`config.mk`:
```
export PLATFORM = sky130hd
export DESIGN_NAME = rtc_top
export DESIGN_NICKNAME = d
export VERILOG_FILES = /design/src/common/rtc_pkg.sv /design/src/verilog/rtc_backup_ram.sv /design/src/verilog/rtc_bus_regs.sv /design/src/timekeeping/rtc_time_counter.sv /design/src/timekeeping/rtc_calendar.sv /design/src/verilog/rtc_top.sv
export SDC_FILE = /design/constraint.sdc
export NUM_CORES = 1
export LEC_CHECK = 0
export ABC_AREA = 0
export BUFFER_PORTS_ARGS = -buffer_cell sky130_fd_sc_hd__buf_2
export CORE_ASPECT_RATIO = 1.5
export CORE_MARGIN = 4
export CORE_UTILIZATION = 39
export CTS_BUF_LIST = sky130_fd_sc_hd__clkbuf_8
export DETAILED_ROUTE_END_ITERATION = 6
export PLACE_DENSITY_LB_ADDON = 0.1
export SETUP_SLACK_MARGIN = 0.1
export SYNTH_ARGS = -nofsm -noshare
export SYNTH_HDL_FRONTEND = slang
export SYNTH_SLANG_ARGS = --single-unit
export TNS_END_PERCENT = 10
```
`constraint.sdc`:
```
create_clock -name clk21m -period 3.3 [get_ports clk21m]
set_clock_uncertainty 0.1 [all_clocks]
set_input_delay 0.165 -clock clk21m [delete_from_list [all_inputs] [get_ports clk21m]]
set_output_delay 0.165 -clock clk21m [all_outputs]
set_load 0.01 [all_outputs]
```
`src/common/rtc_pkg.sv`:
```
// ~~~~~~~~~~~~~~~~~~~~~~~~~~~~~~~~~~~~~~~~~~~~~~~~~~~~~~~~~~~~~~~~~~~~~~~~~~~
// Shared types and register map of the MSX2 real-time clock.
// Every RTC block refers to these by scoped name.
// ~~~~~~~~~~~~~~~~~~~~~~~~~~~~~~~~~~~~~~~~~~~~~~~~~~~~~~~~~~~~~~~~~~~~~~~~~~~
`default_nettype none

package rtc_pkg;

    typedef logic [3:0] nibble_t;

    // Selected by mode bits [1:0]
    typedef enum logic [1:0] {
        bank_clock  = 2'd0,
        bank_config = 2'd1,
        bank_ram_lo = 2'd2,
        bank_ram_hi = 2'd3
    } rtc_bank_t;

    // Write bus; bank and ptr are valid in every cycle
    typedef struct packed {
        logic      en;
        rtc_bank_t bank;
        nibble_t   ptr;
        nibble_t   data;
    } reg_wr_t;

    // hou_h[1] is the afternoon flag in 12-hour mode
    typedef struct packed {
        logic [3:0] sec_l;
        logic [2:0] sec_h;
        logic [3:0] min_l;
        logic [2:0] min_h;
        logic [3:0] hou_l;
        logic [1:0] hou_h;
    } bcd_time_t;

    typedef struct packed {
        logic [2:0] wee;
        logic [3:0] day_l;
        logic [1:0] day_h;
        logic [3:0] mon_l;
        logic       mon_h;
        logic [3:0] yea_l;
        logic [3:0] yea_h;
        logic [1:0] leap;
    } bcd_date_t;

    // Clock bank register map
    localparam nibble_t reg_sec_l_addr = 4'd0;
    localparam nibble_t reg_sec_h_addr = 4'd1;
    localparam nibble_t reg_min_l_addr = 4'd2;
    localparam nibble_t reg_min_h_addr = 4'd3;
    localparam nibble_t reg_hou_l_addr = 4'd4;
    localparam nibble_t reg_hou_h_addr = 4'd5;
    localparam nibble_t reg_wee_addr   = 4'd6;
    localparam nibble_t reg_day_l_addr = 4'd7;
    localparam nibble_t reg_day_h_addr = 4'd8;
    localparam nibble_t reg_mon_l_addr = 4'd9;
    localparam nibble_t reg_mon_h_addr = 4'd10;
    localparam nibble_t reg_yea_l_addr = 4'd11;
    localparam nibble_t reg_yea_h_addr = 4'd12;

    // Mode register is visible in every bank
    localparam nibble_t reg_mode_addr  = 4'd13;
    // Config bank; data bit 1 restarts the prescaler
    localparam nibble_t reg_reset_addr = 4'd15;
    localparam nibble_t reg_1224_addr  = 4'd10;
    localparam nibble_t reg_leap_addr  = 4'd11;

    // Timer enabled, clock bank selected
    localparam nibble_t mode_reset_value = 4'b1000;
    localparam int      mode_te_bit      = 3;

endpackage

`default_nettype wire

```
`src/verilog/rtc_backup_ram.sv`:
```
// ~~~~~~~~~~~~~~~~~~~~~~~~~~~~~~~~~~~~~~~~~~~~~~~~~~~~~~~~~~~~~~~~~~~~~~~~~~~
// Battery-backed RAM of the clock chip, 64 nibbles by bank and pointer.
// Synchronous read, output follows the address one cycle later.
// ~~~~~~~~~~~~~~~~~~~~~~~~~~~~~~~~~~~~~~~~~~~~~~~~~~~~~~~~~~~~~~~~~~~~~~~~~~~
`default_nettype none

module rtc_backup_ram (
    input  logic             clk21m,
    input  rtc_pkg::reg_wr_t wr,
    output rtc_pkg::nibble_t ram_q
);

    rtc_pkg::nibble_t mem [64];
    logic [5:0]       addr;
    logic [5:0]       rd_addr_q;

    assign addr = {wr.bank, wr.ptr};

    // Every data write lands here, banks 0 and 1 just shadow the registers
    always_ff @(posedge clk21m) begin
        if (wr.en) begin
            mem[addr] <= wr.data;
        end
        rd_addr_q <= addr;
    end

    assign ram_q = mem[rd_addr_q];

endmodule

`default_nettype wire

```
`src/verilog/rtc_bus_regs.sv`:
```
// ~~~~~~~~~~~~~~~~~~~~~~~~~~~~~~~~~~~~~~~~~~~~~~~~~~~~~~~~~~~~~~~~~~~~~~~~~~~
// Host side of the RTC: pointer and mode registers, ack, the write bus
// to the counters and RAM, and the combinational read multiplexer.
// ~~~~~~~~~~~~~~~~~~~~~~~~~~~~~~~~~~~~~~~~~~~~~~~~~~~~~~~~~~~~~~~~~~~~~~~~~~~
`default_nettype none

module rtc_bus_regs (
    input  logic               clk21m,
    input  logic               reset,
    input  logic               req,
    input  logic               wrt,
    input  logic               adr0,
    input  rtc_pkg::nibble_t   dbo,
    input  rtc_pkg::bcd_time_t time_q,
    input  rtc_pkg::bcd_date_t date_q,
    input  logic               mode_24h,
    input  rtc_pkg::nibble_t   ram_q,
    output logic               ack,
    output logic [7:0]         dbi,
    output rtc_pkg::reg_wr_t   wr,
    output logic               te
);

    rtc_pkg::nibble_t  ptr_q;
    rtc_pkg::nibble_t  mode_q;
    rtc_pkg::rtc_bank_t bank;
    logic              wr_cyc;
    rtc_pkg::nibble_t  rd_field;
    logic              rd_hit;

    assign wr_cyc = req & wrt;
    assign bank   = rtc_pkg::rtc_bank_t'(mode_q[1:0]);
    assign te     = mode_q[rtc_pkg::mode_te_bit];

    // Data writes go out on the bus, pointer writes stay here
    assign wr.en   = wr_cyc & adr0;
    assign wr.bank = bank;
    assign wr.ptr  = ptr_q;
    assign wr.data = dbo;

    always_ff @(posedge clk21m) begin
        if (reset) begin
            ack    <= 1'b0;
            ptr_q  <= '0;
            mode_q <= rtc_pkg::mode_reset_value;
        end else begin
            ack <= req;
            if (wr_cyc && !adr0) begin
                ptr_q <= dbo;
            end
            if (wr_cyc && adr0 && ptr_q == rtc_pkg::reg_mode_addr) begin
                mode_q <= dbo;
            end
        end
    end

    // Field select, zero-extended into the low nibble
    always_comb begin
        rd_field = 4'h0;
        rd_hit   = 1'b0;
        if (ptr_q == rtc_pkg::reg_mode_addr) begin
            rd_field = mode_q;
            rd_hit   = 1'b1;
        end else begin
            case (bank)
                rtc_pkg::bank_clock: begin
                    rd_hit = 1'b1;
                    case (ptr_q)
                        rtc_pkg::reg_sec_l_addr: rd_field = time_q.sec_l;
                        rtc_pkg::reg_sec_h_addr: rd_field = {1'b0, time_q.sec_h};
                        rtc_pkg::reg_min_l_addr: rd_field = time_q.min_l;
                        rtc_pkg::reg_min_h_addr: rd_field = {1'b0, time_q.min_h};
                        rtc_pkg::reg_hou_l_addr: rd_field = time_q.hou_l;
                        rtc_pkg::reg_hou_h_addr: rd_field = {2'b00, time_q.hou_h};
                        rtc_pkg::reg_wee_addr:   rd_field = {1'b0, date_q.wee};
                        rtc_pkg::reg_day_l_addr: rd_field = date_q.day_l;
                        rtc_pkg::reg_day_h_addr: rd_field = {2'b00, date_q.day_h};
                        rtc_pkg::reg_mon_l_addr: rd_field = date_q.mon_l;
                        rtc_pkg::reg_mon_h_addr: rd_field = {3'b000, date_q.mon_h};
                        rtc_pkg::reg_yea_l_addr: rd_field = date_q.yea_l;
                        rtc_pkg::reg_yea_h_addr: rd_field = date_q.yea_h;
                        default:                 rd_hit   = 1'b0;
                    endcase
                end
                rtc_pkg::bank_config: begin
                    if (ptr_q == rtc_pkg::reg_1224_addr) begin
                        rd_field = {3'b000, mode_24h};
                        rd_hit   = 1'b1;
                    end else if (ptr_q == rtc_pkg::reg_leap_addr) begin
                        rd_field = {2'b00, date_q.leap};
                        rd_hit   = 1'b1;
                    end
                end
                default: begin
                    // Both RAM banks
                    rd_field = ram_q;
                    rd_hit   = 1'b1;
                end
            endcase
        end
    end

    // Pointer port and unmapped registers float high
    assign dbi = (adr0 && rd_hit) ? {4'hF, rd_field} : 8'hFF;

endmodule

`default_nettype wire

```
`src/timekeeping/rtc_time_counter.sv`:
```
// ~~~~~~~~~~~~~~~~~~~~~~~~~~~~~~~~~~~~~~~~~~~~~~~~~~~~~~~~~~~~~~~~~~~~~~~~~~~
// Prescaler and BCD time of day. Counts seconds from clkena pulses,
// carries through minutes and hours, flags the day wrap to the calendar.
// ~~~~~~~~~~~~~~~~~~~~~~~~~~~~~~~~~~~~~~~~~~~~~~~~~~~~~~~~~~~~~~~~~~~~~~~~~~~
`default_nettype none

module rtc_time_counter #(
    parameter int ticks_per_sec = 10
) (
    input  logic               clk21m,
    input  logic               reset,
    input  logic               clkena,
    input  logic               te,
    input  rtc_pkg::reg_wr_t   wr,
    output rtc_pkg::bcd_time_t time_q,
    output logic               mode_24h,
    output logic               day_tick
);

    localparam int cnt_w = (ticks_per_sec > 1) ? $clog2(ticks_per_sec) : 1;
    localparam logic [cnt_w-1:0] presc_reload = cnt_w'(ticks_per_sec - 1);

    logic [cnt_w-1:0] presc_q;
    logic             tick_en;
    logic             presc_rst;
    logic             wr_clock;
    logic             sec_tick;
    logic             c_sec_h;
    logic             c_min_l;
    logic             c_min_h;
    logic             hour_step;
    logic             hour_wrap;

    assign wr_clock  = wr.en && wr.bank == rtc_pkg::bank_clock;
    assign presc_rst = wr.en && wr.bank == rtc_pkg::bank_config &&
                       wr.ptr == rtc_pkg::reg_reset_addr && wr.data[1];

    assign tick_en  = clkena & te;
    assign sec_tick = tick_en && presc_q == '0;

    // Carry chain, all in the same cycle as sec_tick
    assign c_sec_h   = sec_tick && time_q.sec_l == 4'd9;
    assign c_min_l   = c_sec_h && time_q.sec_h == 3'd5;
    assign c_min_h   = c_min_l && time_q.min_l == 4'd9;
    assign hour_step = c_min_h && time_q.min_h == 3'd5;

    // 23 in 24-hour mode, 11 in 12-hour mode
    assign hour_wrap = mode_24h ? (time_q.hou_h == 2'd2 && time_q.hou_l == 4'd3)
                                : (time_q.hou_h[0] && time_q.hou_l == 4'd1);

    // In 12-hour mode only the afternoon wrap starts a new day
    assign day_tick = hour_step && hour_wrap && (mode_24h || time_q.hou_h[1]);

    always_ff @(posedge clk21m) begin
        if (reset) begin
            presc_q <= presc_reload;
        end else if (presc_rst || sec_tick) begin
            presc_q <= presc_reload;
        end else if (tick_en) begin
            presc_q <= presc_q - 1'b1;
        end
    end

    always_ff @(posedge clk21m) begin
        if (reset) begin
            time_q   <= '0;
            mode_24h <= 1'b1;
        end else begin
            if (sec_tick) begin
                time_q.sec_l <= (time_q.sec_l == 4'd9) ? 4'd0 : time_q.sec_l + 4'd1;
            end
            if (c_sec_h) begin
                time_q.sec_h <= (time_q.sec_h == 3'd5) ? 3'd0 : time_q.sec_h + 3'd1;
            end
            if (c_min_l) begin
                time_q.min_l <= (time_q.min_l == 4'd9) ? 4'd0 : time_q.min_l + 4'd1;
            end
            if (c_min_h) begin
                time_q.min_h <= (time_q.min_h == 3'd5) ? 3'd0 : time_q.min_h + 3'd1;
            end
            if (hour_step) begin
                if (hour_wrap) begin
                    time_q.hou_l <= 4'd0;
                    // 12-hour wrap flips the afternoon flag
                    time_q.hou_h <= mode_24h ? 2'd0 : {~time_q.hou_h[1], 1'b0};
                end else if (time_q.hou_l == 4'd9) begin
                    time_q.hou_l <= 4'd0;
                    time_q.hou_h <= time_q.hou_h + 2'd1;
                end else begin
                    time_q.hou_l <= time_q.hou_l + 4'd1;
                end
            end
            // Host writes come last and override the count
            if (wr_clock) begin
                case (wr.ptr)
                    rtc_pkg::reg_sec_l_addr: time_q.sec_l <= wr.data;
                    rtc_pkg::reg_sec_h_addr: time_q.sec_h <= wr.data[2:0];
                    rtc_pkg::reg_min_l_addr: time_q.min_l <= wr.data;
                    rtc_pkg::reg_min_h_addr: time_q.min_h <= wr.data[2:0];
                    rtc_pkg::reg_hou_l_addr: time_q.hou_l <= wr.data;
                    rtc_pkg::reg_hou_h_addr: time_q.hou_h <= wr.data[1:0];
                    default: ;
                endcase
            end
            if (wr.en && wr.bank == rtc_pkg::bank_config &&
                wr.ptr == rtc_pkg::reg_1224_addr) begin
                mode_24h <= wr.data[0];
            end
        end
    end

endmodule

`default_nettype wire

```
`src/timekeeping/rtc_calendar.sv`:
```
// ~~~~~~~~~~~~~~~~~~~~~~~~~~~~~~~~~~~~~~~~~~~~~~~~~~~~~~~~~~~~~~~~~~~~~~~~~~~
// BCD calendar: weekday, day, month, year and leap counter.
// Advances on day_tick from the time counter.
// ~~~~~~~~~~~~~~~~~~~~~~~~~~~~~~~~~~~~~~~~~~~~~~~~~~~~~~~~~~~~~~~~~~~~~~~~~~~
`default_nettype none

module rtc_calendar (
    input  logic               clk21m,
    input  logic               reset,
    input  rtc_pkg::reg_wr_t   wr,
    input  logic               day_tick,
    output rtc_pkg::bcd_date_t date_q
);

    logic [4:0] month;
    logic [5:0] day;
    logic [5:0] last_day;
    logic       month_end;
    logic       year_end;
    logic       c_mon;
    logic       c_year;
    logic       c_yea_h;
    logic       wr_clock;
    logic       wr_leap;

    assign month = {date_q.mon_h, date_q.mon_l};
    assign day   = {date_q.day_h, date_q.day_l};

    // Month length in BCD
    always_comb begin
        case (month)
            5'h04, 5'h06, 5'h09, 5'h11: last_day = 6'h30;
            5'h02:                      last_day = (date_q.leap == 2'd0) ? 6'h29 : 6'h28;
            default:                    last_day = 6'h31;
        endcase
    end

    assign month_end = day == last_day;
    assign year_end  = month == 5'h12;

    assign c_mon   = day_tick && month_end;
    assign c_year  = c_mon && year_end;
    assign c_yea_h = c_year && date_q.yea_l == 4'd9;

    assign wr_clock = wr.en && wr.bank == rtc_pkg::bank_clock;
    assign wr_leap  = wr.en && wr.bank == rtc_pkg::bank_config &&
                      wr.ptr == rtc_pkg::reg_leap_addr;

    always_ff @(posedge clk21m) begin
        if (reset) begin
            date_q       <= '0;
            date_q.day_l <= 4'd1;
            date_q.mon_l <= 4'd1;
        end else begin
            if (day_tick) begin
                date_q.wee <= (date_q.wee == 3'd6) ? 3'd0 : date_q.wee + 3'd1;
                if (month_end) begin
                    date_q.day_h <= 2'd0;
                    date_q.day_l <= 4'd1;
                end else if (date_q.day_l == 4'd9) begin
                    date_q.day_l <= 4'd0;
                    date_q.day_h <= date_q.day_h + 2'd1;
                end else begin
                    date_q.day_l <= date_q.day_l + 4'd1;
                end
            end
            if (c_mon) begin
                if (year_end) begin
                    date_q.mon_h <= 1'b0;
                    date_q.mon_l <= 4'd1;
                end else if (date_q.mon_l == 4'd9) begin
                    date_q.mon_h <= 1'b1;
                    date_q.mon_l <= 4'd0;
                end else begin
                    date_q.mon_l <= date_q.mon_l + 4'd1;
                end
            end
            if (c_year) begin
                date_q.yea_l <= (date_q.yea_l == 4'd9) ? 4'd0 : date_q.yea_l + 4'd1;
                date_q.leap  <= date_q.leap + 2'd1;
            end
            if (c_yea_h) begin
                date_q.yea_h <= (date_q.yea_h == 4'd9) ? 4'd0 : date_q.yea_h + 4'd1;
            end
            // Host writes override the count
            if (wr_clock) begin
                case (wr.ptr)
                    rtc_pkg::reg_wee_addr:   date_q.wee   <= wr.data[2:0];
                    rtc_pkg::reg_day_l_addr: date_q.day_l <= wr.data;
                    rtc_pkg::reg_day_h_addr: date_q.day_h <= wr.data[1:0];
                    rtc_pkg::reg_mon_l_addr: date_q.mon_l <= wr.data;
                    rtc_pkg::reg_mon_h_addr: date_q.mon_h <= wr.data[0];
                    rtc_pkg::reg_yea_l_addr: date_q.yea_l <= wr.data;
                    rtc_pkg::reg_yea_h_addr: date_q.yea_h <= wr.data;
                    default: ;
                endcase
            end
            if (wr_leap) begin
                date_q.leap <= wr.data[1:0];
            end
        end
    end

endmodule

`default_nettype wire

```
`src/verilog/rtc_top.sv`:
```
// ~~~~~~~~~~~~~~~~~~~~~~~~~~~~~~~~~~~~~~~~~~~~~~~~~~~~~~~~~~~~~~~~~~~~~~~~~~~
// MSX2 real-time clock top level. Host port on req/wrt/adr/dbo,
// one-cycle ack, 10 Hz clkena strobe drives the time base.
// ~~~~~~~~~~~~~~~~~~~~~~~~~~~~~~~~~~~~~~~~~~~~~~~~~~~~~~~~~~~~~~~~~~~~~~~~~~~
`default_nettype none

module rtc_top #(
    parameter int ticks_per_sec = 10
) (
    input  logic        clk21m,
    input  logic        reset,
    input  logic        clkena,
    input  logic        req,
    input  logic        wrt,
    input  logic [15:0] adr,
    input  logic [7:0]  dbo,
    output logic        ack,
    output logic [7:0]  dbi
);

    rtc_pkg::reg_wr_t   wr;
    rtc_pkg::bcd_time_t time_q;
    rtc_pkg::bcd_date_t date_q;
    rtc_pkg::nibble_t   ram_q;
    logic               te;
    logic               mode_24h;
    logic               day_tick;

    // Only adr[0] and the low data nibble reach the chip
    rtc_bus_regs bus_regs_i (
        .clk21m   (clk21m),
        .reset    (reset),
        .req      (req),
        .wrt      (wrt),
        .adr0     (adr[0]),
        .dbo      (dbo[3:0]),
        .time_q   (time_q),
        .date_q   (date_q),
        .mode_24h (mode_24h),
        .ram_q    (ram_q),
        .ack      (ack),
        .dbi      (dbi),
        .wr       (wr),
        .te       (te)
    );

    rtc_time_counter #(
        .ticks_per_sec (ticks_per_sec)
    ) time_counter_i (
        .clk21m   (clk21m),
        .reset    (reset),
        .clkena   (clkena),
        .te       (te),
        .wr       (wr),
        .time_q   (time_q),
        .mode_24h (mode_24h),
        .day_tick (day_tick)
    );

    rtc_calendar calendar_i (
        .clk21m   (clk21m),
        .reset    (reset),
        .wr       (wr),
        .day_tick (day_tick),
        .date_q   (date_q)
    );

    rtc_backup_ram backup_ram_i (
        .clk21m (clk21m),
        .wr     (wr),
        .ram_q  (ram_q)
    );

endmodule

`default_nettype wire

```
# ---- Word level (Yosys, flattened, before mapping)
# Memory sizes are Yosys's and may differ from the RTL's. A register that Yosys moved wholly into a read port is not among the register bits.
# Cells that the tools add are included.
dict set report classes {
  eq_ne 35
  bitwise_logic 4
  n_mux 59
  multipliers 0
  n_reduce_logical 33
  add_sub_neg 14
  magnitude_cmp 0
  n_shift 0
  div_mod_pow 0
}
# operator n
set ops {}
lappend ops {{$mux W4} 21}
lappend ops {{$eq A4 B4 Y1 const B} 14}
lappend ops {{$pmux W4 S13} 1}
lappend ops {{$add A4 B1 Y4 const B} 7}
lappend ops {{$mux W3} 8}
lappend ops {{$logic_and A1 B1 Y1} 22}
lappend ops {{$mux W22} 1}
lappend ops {{$mux W20} 1}
lappend ops {{$mux W6} 3}
lappend ops {{$eq A4 B3 Y1 const B} 4}
lappend ops {{$mux W2} 8}
lappend ops {{$reduce_or A13 Y1} 1}
lappend ops {{$eq A4 B2 Y1 const B} 3}
lappend ops {{$pmux W6 S2} 1}
lappend ops {{$eq A5 B3 Y1 const B} 2}
lappend ops {{$eq A5 B5 Y1 const B} 2}
lappend ops {{$mux W1} 10}
lappend ops {{$mux W5} 2}
lappend ops {{$add A3 B1 Y3 const B} 3}
lappend ops {{$eq A3 B3 Y1 const B} 3}
lappend ops {{$mux W9} 1}
lappend ops {{$eq A4 B1 Y1 const B} 2}
lappend ops {{$logic_not A4 Y1} 2}
lappend ops {{$pmux W4 S2} 1}
lappend ops {{other kinds (16)} 22}
dict set report word_totals {
  memories 1
  ramBits 256
  word_cells 165
  inputBits 29
  register_bits 58
  romBits 0
  latchBits 0
  out_inout_bits 9
}
# memory depth word_bits read_ports rd_clocked_by_memory_dff write_ports line
set memory_table {}
lappend memory_table {backup_ram_i.mem 64 4 1 1 1 rtc_backup_ram.sv:13} ;# rtc_pkg::nibble_t mem [64];

# ---- Longest topological paths before layout
# Gate-level depths: netlist of the first run.
dict set report depth {
  ltp_word 14
  depth_mapped 10
  mapped_depth_nobuf 9
}

# ---- Cells and area by module
# From an unflattened synthesis of the first run, not the netlist that was laid out.
dict set report hier_totals {
  hier_cells 1081
  area_unflattened_um2 14853.0
}
# mod cells_each n_inst area_each_um2 seq_area_each_um2
set modules_own_cells {}
lappend modules_own_cells {rtc_backup_ram 523 1 10447.5 7807.5}
lappend modules_own_cells {rtc_calendar 223 1 1752.9 480.5}
lappend modules_own_cells {rtc_time_counter 192 1 1554.0 500.5}
lappend modules_own_cells {rtc_bus_regs 143 1 1098.6 180.2}

# ---- Worst setup path before layout of the first run
# Ideal clock, no wire load.
dict set report synth_path {
  path_kind {register to output}
  startpoint {reg (tool-made name)}
  endpoint {out dbi[1]}
  stages_incl_launch_ff 8
  t_arrival_ns 2.400
  t_required_ns 3.035
  path_slack_ns 0.635
  path_buffers 3
  path_cell_list {dfxtp_1 buf_2 buf_2 buf_2 mux4_2 mux4_2 o21ai_0 nor3_1}
}
# item line
set synth_rtl {}
lappend synth_rtl {{end: declaration} rtc_top.sv:18} ;# output logic [7:0] dbi

==> results of run 1 <==
-- area by class of cell --
cell class              instances  area, µm²  share of cell area (%)
diodes                          1       2.50                  0.0152
clock buffers                  52        716                    4.35
clock inverters                31        175                    1.06
inverters                      31        116                   0.707
multi-input cells             629       5020                    30.5
flip-flops and latches        320       8980                    54.6
well taps                     478        598                    3.63
repair buffers                 89        852                    5.18
-- tightest hold or removal path: cells and delay by family --
| family | cells | cell delay [ns] |
|---|---|---|
| buffers and inverters | 1 | 0.15 |
| AOI/OAI and AO/OA | 1 | 0.10 |
| and+or+nand+nor | 2 | 0.35 |
-- registers in the layout, summed over array words and instances, names as in the netlist, named ones only --
signal,count
bus_regs_i.ack,1
calendar_i.date_q,24
time_counter_i.mode_24h,1
time_counter_i.time_q,20
bus_regs_i.ptr_q,4
backup_ram_i.mem,256
time_counter_i.presc_q,4
bus_regs_i.mode_q,4
-- power by group through the flow --
stage / Clock (mW) / Combinational (mW) / Sequential, mW
3_5_place_dp: 0 / 0.361 / 4.48
6_report: 3.09 / 0.402 / 4.39
3_3_place_gp: 0 / 0.358 / 4.48
4_1_cts: 3.18 / 0.404 / 4.39
2_1_floorplan: 0 / 0.208 / 4.46
5_1_grt: 3.36 / 0.434 / 4.39
-- through the flow --
step                      TNS [ns]  util, %  power, mW
final                            0     45.7       7.89
after global routing        -0.279     45.7       8.19
after CTS                   -0.167     45.6       7.98
after detailed placement         0     41.9       4.84
after global placement           0     41.9       4.84
after floorplan                  0        -       4.67
-- metal layers --
metal | share of wire (%) | vias up | GRT usage [%]
met1 | 37 | 4656 | 23.5
met3 | 3.9 | 79 | 2.83
met5 | 0 | - | 0
met2 | 54 | 235 | 36.7
met4 | 4.1 | 0 | 8.10
li1 | - | 4182 | -
-- synth_stat cells, types with 3 or more instances --
cell	n	area, µm²
or4_1	4	30.0
edfxtp_1	256	7690
a22o_1	3	26.3
o21ai_0	30	150
nand3b_1	11	82.6
nand3_1	33	165
nor2_1	122	458
nor3b_1	6	45.0
mux4_2	70	1580
a31oi_1	5	31.3
nand4_1	4	25.0
o22ai_1	4	25.0
buf_4	6	45.0
buf_1	7	26.3
buf_2	10	50.1
mux2i_1	15	150
dfxtp_1	64	1280
nor2b_1	15	93.8
nand2b_1	14	87.6
o211ai_1	5	37.5
xor2_1	3	26.3
a211oi_1	27	203
nor3_1	27	135
xnor2_1	14	123
clkbuf_1	40	150
a211o_1	4	35.0
ha_1	8	100
a21oi_1	27	135
o221ai_1	3	26.3
a311oi_1	17	149
and2_1	8	50.1
inv_1	31	116
and3_1	5	31.3
nand2_1	73	274
nand4b_1	4	35.0
and4b_1	3	30.0
or3_1	4	25.0
mux2_2	5	56.3
nor4_1	3	18.8
a22oi_1	13	97.6
-- logic make-up after synthesis --
group / after synthesis / share of synthesized area [%]
AO/OA/AOI/OAI: 158 / 7.67
multiplexers: 91 / 12.7
other: 1 / 0.0263
AND/OR/NAND/NOR: 351 / 12.3
buffers and inverters: 95 / 2.80
flip-flops: 320 / 62.8
adder cells (fa/ha/maj): 8 / 0.701
XOR/XNOR: 17 / 1.04
-- repair_timing --
item                       in CTS  in global routing
setup endpoints to repair       4                  4
pin swaps                      11                  6
hold endpoints to repair       25                  0
hold buffers                    6                  0
gates resized for setup        34                  7
setup buffers                  17                  0
gates cloned                    2                  0
-- worst paths after layout --
check	cells past startpoint	to	from	slack (ns)
worst max register to register	7	calendar_i.date_q[7]$_SDFF_PP0_	calendar_i.date_q[11]$_SDFF_PP1_	0.44
worst min-delay path	4	bus_regs_i.ptr_q[3]$_SDFFE_PP0P_	adr[0]	0.12
worst max-delay path	8	dbi[2]	register	0.02
worst min register to register	2	time_counter_i.time_q[8]$_SDFF_PP0_	time_counter_i.time_q[8]$_SDFF_PP0_	0.42
==> impl_metrics.tcl, run 1 <==
set metrics [dict create \
    outcome "finished clean" \
    area_delta_synth_final_pct 15.3 \
    routed_wl_um 39500 \
    synth_edf_count 256 \
    ys_seq_elements 320 \
    criticalPathCategory "register to primary output" \
    htreeDepth 2 \
    slowest_stage "mux4_2" \
    worst_pin_slew_ns 1.20 \
    start_util_pct 39.6 \
    antenna_found_initial 1 \
    pwr-share-comb_pct 5.1 \
    core_mm2 0.0361 \
    timing.hold.ws_ns 0.117 \
    num_vias 9152 \
    wire_per_inst_um 24.2 \
    syn_area_per_cell_um2 13.7 \
    fin_crit_ns 3.28 \
    cp.required_ns 3.03 \
    powerDensity_mw_per_mm2 479 \
    seqPwrFrac_pct 55.7 \
    ios 38 \
    finalCritPeriodShare_pct 99.5 \
    maxCapViolCount 0 \
    worst_slack_ns 0.0176 \
    clock_latency_ns 0.59 \
    intPower_mw 6.06 \
    fin_nets 1156 \
    grt_pass1_vias 9444 \
    gp_congestion 0.875 \
    grt-ovfl-total 0 \
    cts.sinks 320 \
    instances_no_fill 1631 \
    max_freq_ghz 0.305 \
    maxSlewViolCount 0 \
    cp_max_fo 6 \
    p_switching_mw 1.83 \
    yosysSeqAreaShare_pct 62.8 \
    crit_arrival_ns 3.02 \
    power_leakage_nw 5.32 \
    path_clk_slew_ns 0.07 \
    portBuffers 14 \
    synth_ff_type "edfxtp_1" \
    drive_gt1_share_pct 22.4 \
    clock_tree.buffer_depth 3 \
    ir_worst_vdd_mv 0.253 \
    die_h_um 242 \
    fin_area_mm2 0.0165 \
    grt_setup_unrepaired "true" \
    dp_cells 1522 \
    cp_num_buf_inv 3 \
    cts_made_buffers 48 \
    finalSetupViolCount 0 \
    die_w_um 164 \
    dp.final_hpwl_um 27400 \
    slew_headroom_pct 20.2 \
    drtIter0Drc 681 \
    place_area_mm2 0.0151 \
    synth-warning-count 0 \
    final_common_cell "edfxtp_1" \
    dp_slack_ns 0.355 \
    p_sw_share_pct 23.1 \
    grt_first_pass_wirelength_um 59700 \
    layout_common_cells "256 x edfxtp_1, 122 x nor2_1, 72 x nand2_1" \
    startpoint_type "register" \
    crit_chain "buf_12 -> buf_12 -> mux4_2 -> mux4_2 -> mux2_2 -> a21oi_2 -> o211ai_1 -> buf_2" \
    drc 0 \
    cts_tree "built" \
    grt_max_degree 82 \
    hold_violations 0 \
    fillers 3286 \
    rows 85 \
    via_per_inst 5.61 \
    cts_root_buf "clkbuf_8" \
    endpoint_kind "primary output" \
    synth_cell_types 72 \
    hold_class "input pin to register" \
    grtUsageTotal_pct 20.1 \
    cpLargestDelayFamily "multiplexers" \
    synth_cells 1041 \
    power_frac_clock_pct 39.2 \
    dieArea_mm2 0.0398 \
    ant_nets 0 \
    synthArstFlopShare_pct 0 \
    synth_area_mm2 0.0143 \
    firstDrtPassIters 5 \
    cpPeakStageDelay_ns 0.53 \
]
Power figures use the tool's default switching activity.
==> inputs of run 2 (changes only) <==
RECOVER_POWER = 50   (was default)
clock period = 3.4 ns   (was 3.3 ns; I/O delays follow)
==> run 2 against run 1 <==
  * The flow now finishes with violations (capacitance limit, slew limit)
  * Critical path depth down 1
  * Setup slack better by 0.085 ns
  * Utilization is 0.61 points lower
  * Highest routed layer unchanged
  * Critical endpoint is now dbi[3]
  * Register-to-register slack better by 0.04 ns
  * Critical path type unchanged
  * Largest cell class unchanged
==> impl_metrics.tcl, run 2 (synthesis gave the netlist of run 1 again) <==
set metrics [dict create \
    outcome "finished with violations" \
    violations "capacitance limit, slew limit" \
    seqPwrFrac_pct 54.9 \
    cts.sinks 320 \
    power_leakage_nw 5.20 \
    hold_class "input pin to register" \
    core_mm2 0.0361 \
    dieArea_mm2 0.0398 \
    clock_tree.buffer_depth 3 \
    drc 0 \
    cp_common_cell "mux4_2" \
    slew_headroom_pct -37.1 \
    die_h_um 242 \
    fin_area_mm2 0.0162 \
    largest-register "backup_ram_i.mem" \
    timing.hold.ws_ns 0.0376 \
    area_delta_synth_final_pct 13.7 \
    clock_latency_ns 0.58 \
    p_switching_mw 1.76 \
    ir_worst_vdd_mv 0.260 \
    ant_nets 0 \
    firstDrtPassIters 7 \
    hold_violations 0 \
    hold_path_end "bus_regs_i.ptr_q[3]$_SDFFE_PP0P_" \
    cpPeakStageDelay_ns 0.52 \
    cp_max_fo 8 \
    antenna_found_initial 1 \
    drive_gt1_share_pct 19.5 \
    r2r_setup_slack_ns 0.48 \
    layout_common_cells "256 x edfxtp_1, 121 x nor2_1, 73 x nand2_1" \
    num_vias 8981 \
    min_path_cells 4 \
    powerDensity_mw_per_mm2 479 \
    grt_max_degree 47 \
    grt_pass1_vias 9286 \
    cts_made_buffers 49 \
    intPower_mw 6.02 \
    cts_root_buf "clkbuf_8" \
    path_clk_slew_ns 0.07 \
    startpoint_type "register" \
    pwr-share-comb_pct 4.7 \
    max_freq_ghz 0.303 \
    grt_setup_unrepaired "true" \
    via_per_inst 5.55 \
    finalCritPeriodShare_pct 97.0 \
    gp_congestion 0.821 \
    criticalPathCategory "register to primary output" \
    maxSlewViolCount 274 \
    fin_nets 1143 \
    finalSetupTns_ns 0 \
    cpLargestDelayFamily "multiplexers" \
    regToRegStartpoint "time_counter_i.presc_q[0]$_SDFFE_PP1P_" \
    reg_top3 "backup_ram_i.mem (256), calendar_i.date_q (24), time_counter_i.time_q (20)" \
    portBuffers 14 \
    grt-ovfl-total 0 \
    dp_cells 1513 \
    htreeDepth 2 \
    slowest_stage "mux4_2" \
    ios 38 \
    drtIter0Drc 503 \
    largest_register_ffs 256 \
    dp.final_hpwl_um 27300 \
    start_util_pct 39.6 \
    grt_first_pass_wirelength_um 58700 \
    rows 85 \
    worst_pin_slew_ns 2.06 \
    finalSetupViolCount 0 \
    maxCapViolCount 7 \
    crit_arrival_ns 3.03 \
    total_power_mw 7.78 \
    endpoint_kind "primary output" \
    wire_per_inst_um 24.1 \
    cts_tree "built" \
    cp_num_buf_inv 2 \
    routed_wl_um 39000 \
    grtUsageTotal_pct 19.8 \
    final_common_cell "edfxtp_1" \
    crit_chain "buf_12 -> mux4_2 -> mux4_2 -> mux2_4 -> a21oi_2 -> o211ai_1 -> buf_2" \
    place_area_mm2 0.0151 \
    cp.required_ns 3.13 \
    power_frac_clock_pct 40.4 \
    die_w_um 164 \
    instances_no_fill 1618 \
    fin_crit_ns 3.30 \
    reg2regPathDepth 9 \
    p_sw_share_pct 22.6 \
    holdCritStartpoint "wrt" \
    worstReg2RegEnd "calendar_i.date_q[20]$_SDFF_PP0_" \
]
[run 2: worst max path at each step]
| stage | startpoint | endpoint | slack [ns] | cells past startpoint |
|---|---|---|---|---|
| global route | register | dbi[2] | 0.02 | 7 |
| CTS | register | dbi[2] | 0.02 | 7 |
| global placement | register | dbi[2] | 0.46 | 7 |
| floorplan | register | dbi[1] | 0.73 | 7 |
| detailed placement | register | dbi[2] | 0.49 | 7 |
| finish | register | dbi[3] | 0.10 | 7 |
[run 2: cell type report]
class / count / area (µm²)
Fill cell: 3303 / 19800
Sequential cell: 320 / 8980
Multi-Input combinational cell: 629 / 4980
Clock buffer: 52 / 716
Timing Repair Buffer: 75 / 623
Tap cell: 478 / 598
Clock inverter: 32 / 221
Inverter: 31 / 116
Antenna cell: 1 / 2.50
[run 2: power groups by stage]
| stage | Clock [mW] | Sequential, mW | Combinational, mW |
|---|---|---|---|
| floorplan | 0 | 4.33 | 0.202 |
| global placement | 0 | 4.35 | 0.346 |
| detailed placement | 0 | 4.35 | 0.349 |
| CTS | 3.23 | 4.26 | 0.368 |
| global route | 3.40 | 4.27 | 0.394 |
| finish | 3.14 | 4.27 | 0.364 |
[run 2: repair_timing]
action | in CTS | in global routing
endpoints found under the hold margin | 25 | 0
cloned | 2 | 0
pin swaps | 2 | 3
buffers inserted | 8 | 6
hold buffers | 4 | 0
setup endpoints to repair | 4 | 4
resized for setup | 11 | 15
[run 2: worst reg2reg max path: cells and delay by family (launching register included)]
family	cells	cell delay [ns]
flip-flops	1	0.34
buffers and inverters	1	0.09
AND/OR/NAND/NOR	5	1.79
adder cells (fa/ha/maj)	1	0.16
AO/OA/AOI/OAI	2	0.35
[run 2: metrics by stage]
step,worst slack [ns],util (%)
2_1_floorplan,0.730,-
3_3_place_gp,0.465,41.7
3_5_place_dp,0.486,41.7
4_1_cts,0.0197,44.9
5_1_grt,0.0193,45.0
6_report,0.103,45.0
[run 2: per-layer routing]
metal	routed length, µm	global-route usage (%)
met4	1190	6.71
met5	0	0
met3	1440	2.77
met1	14900	23.3
met2	21400	36.3
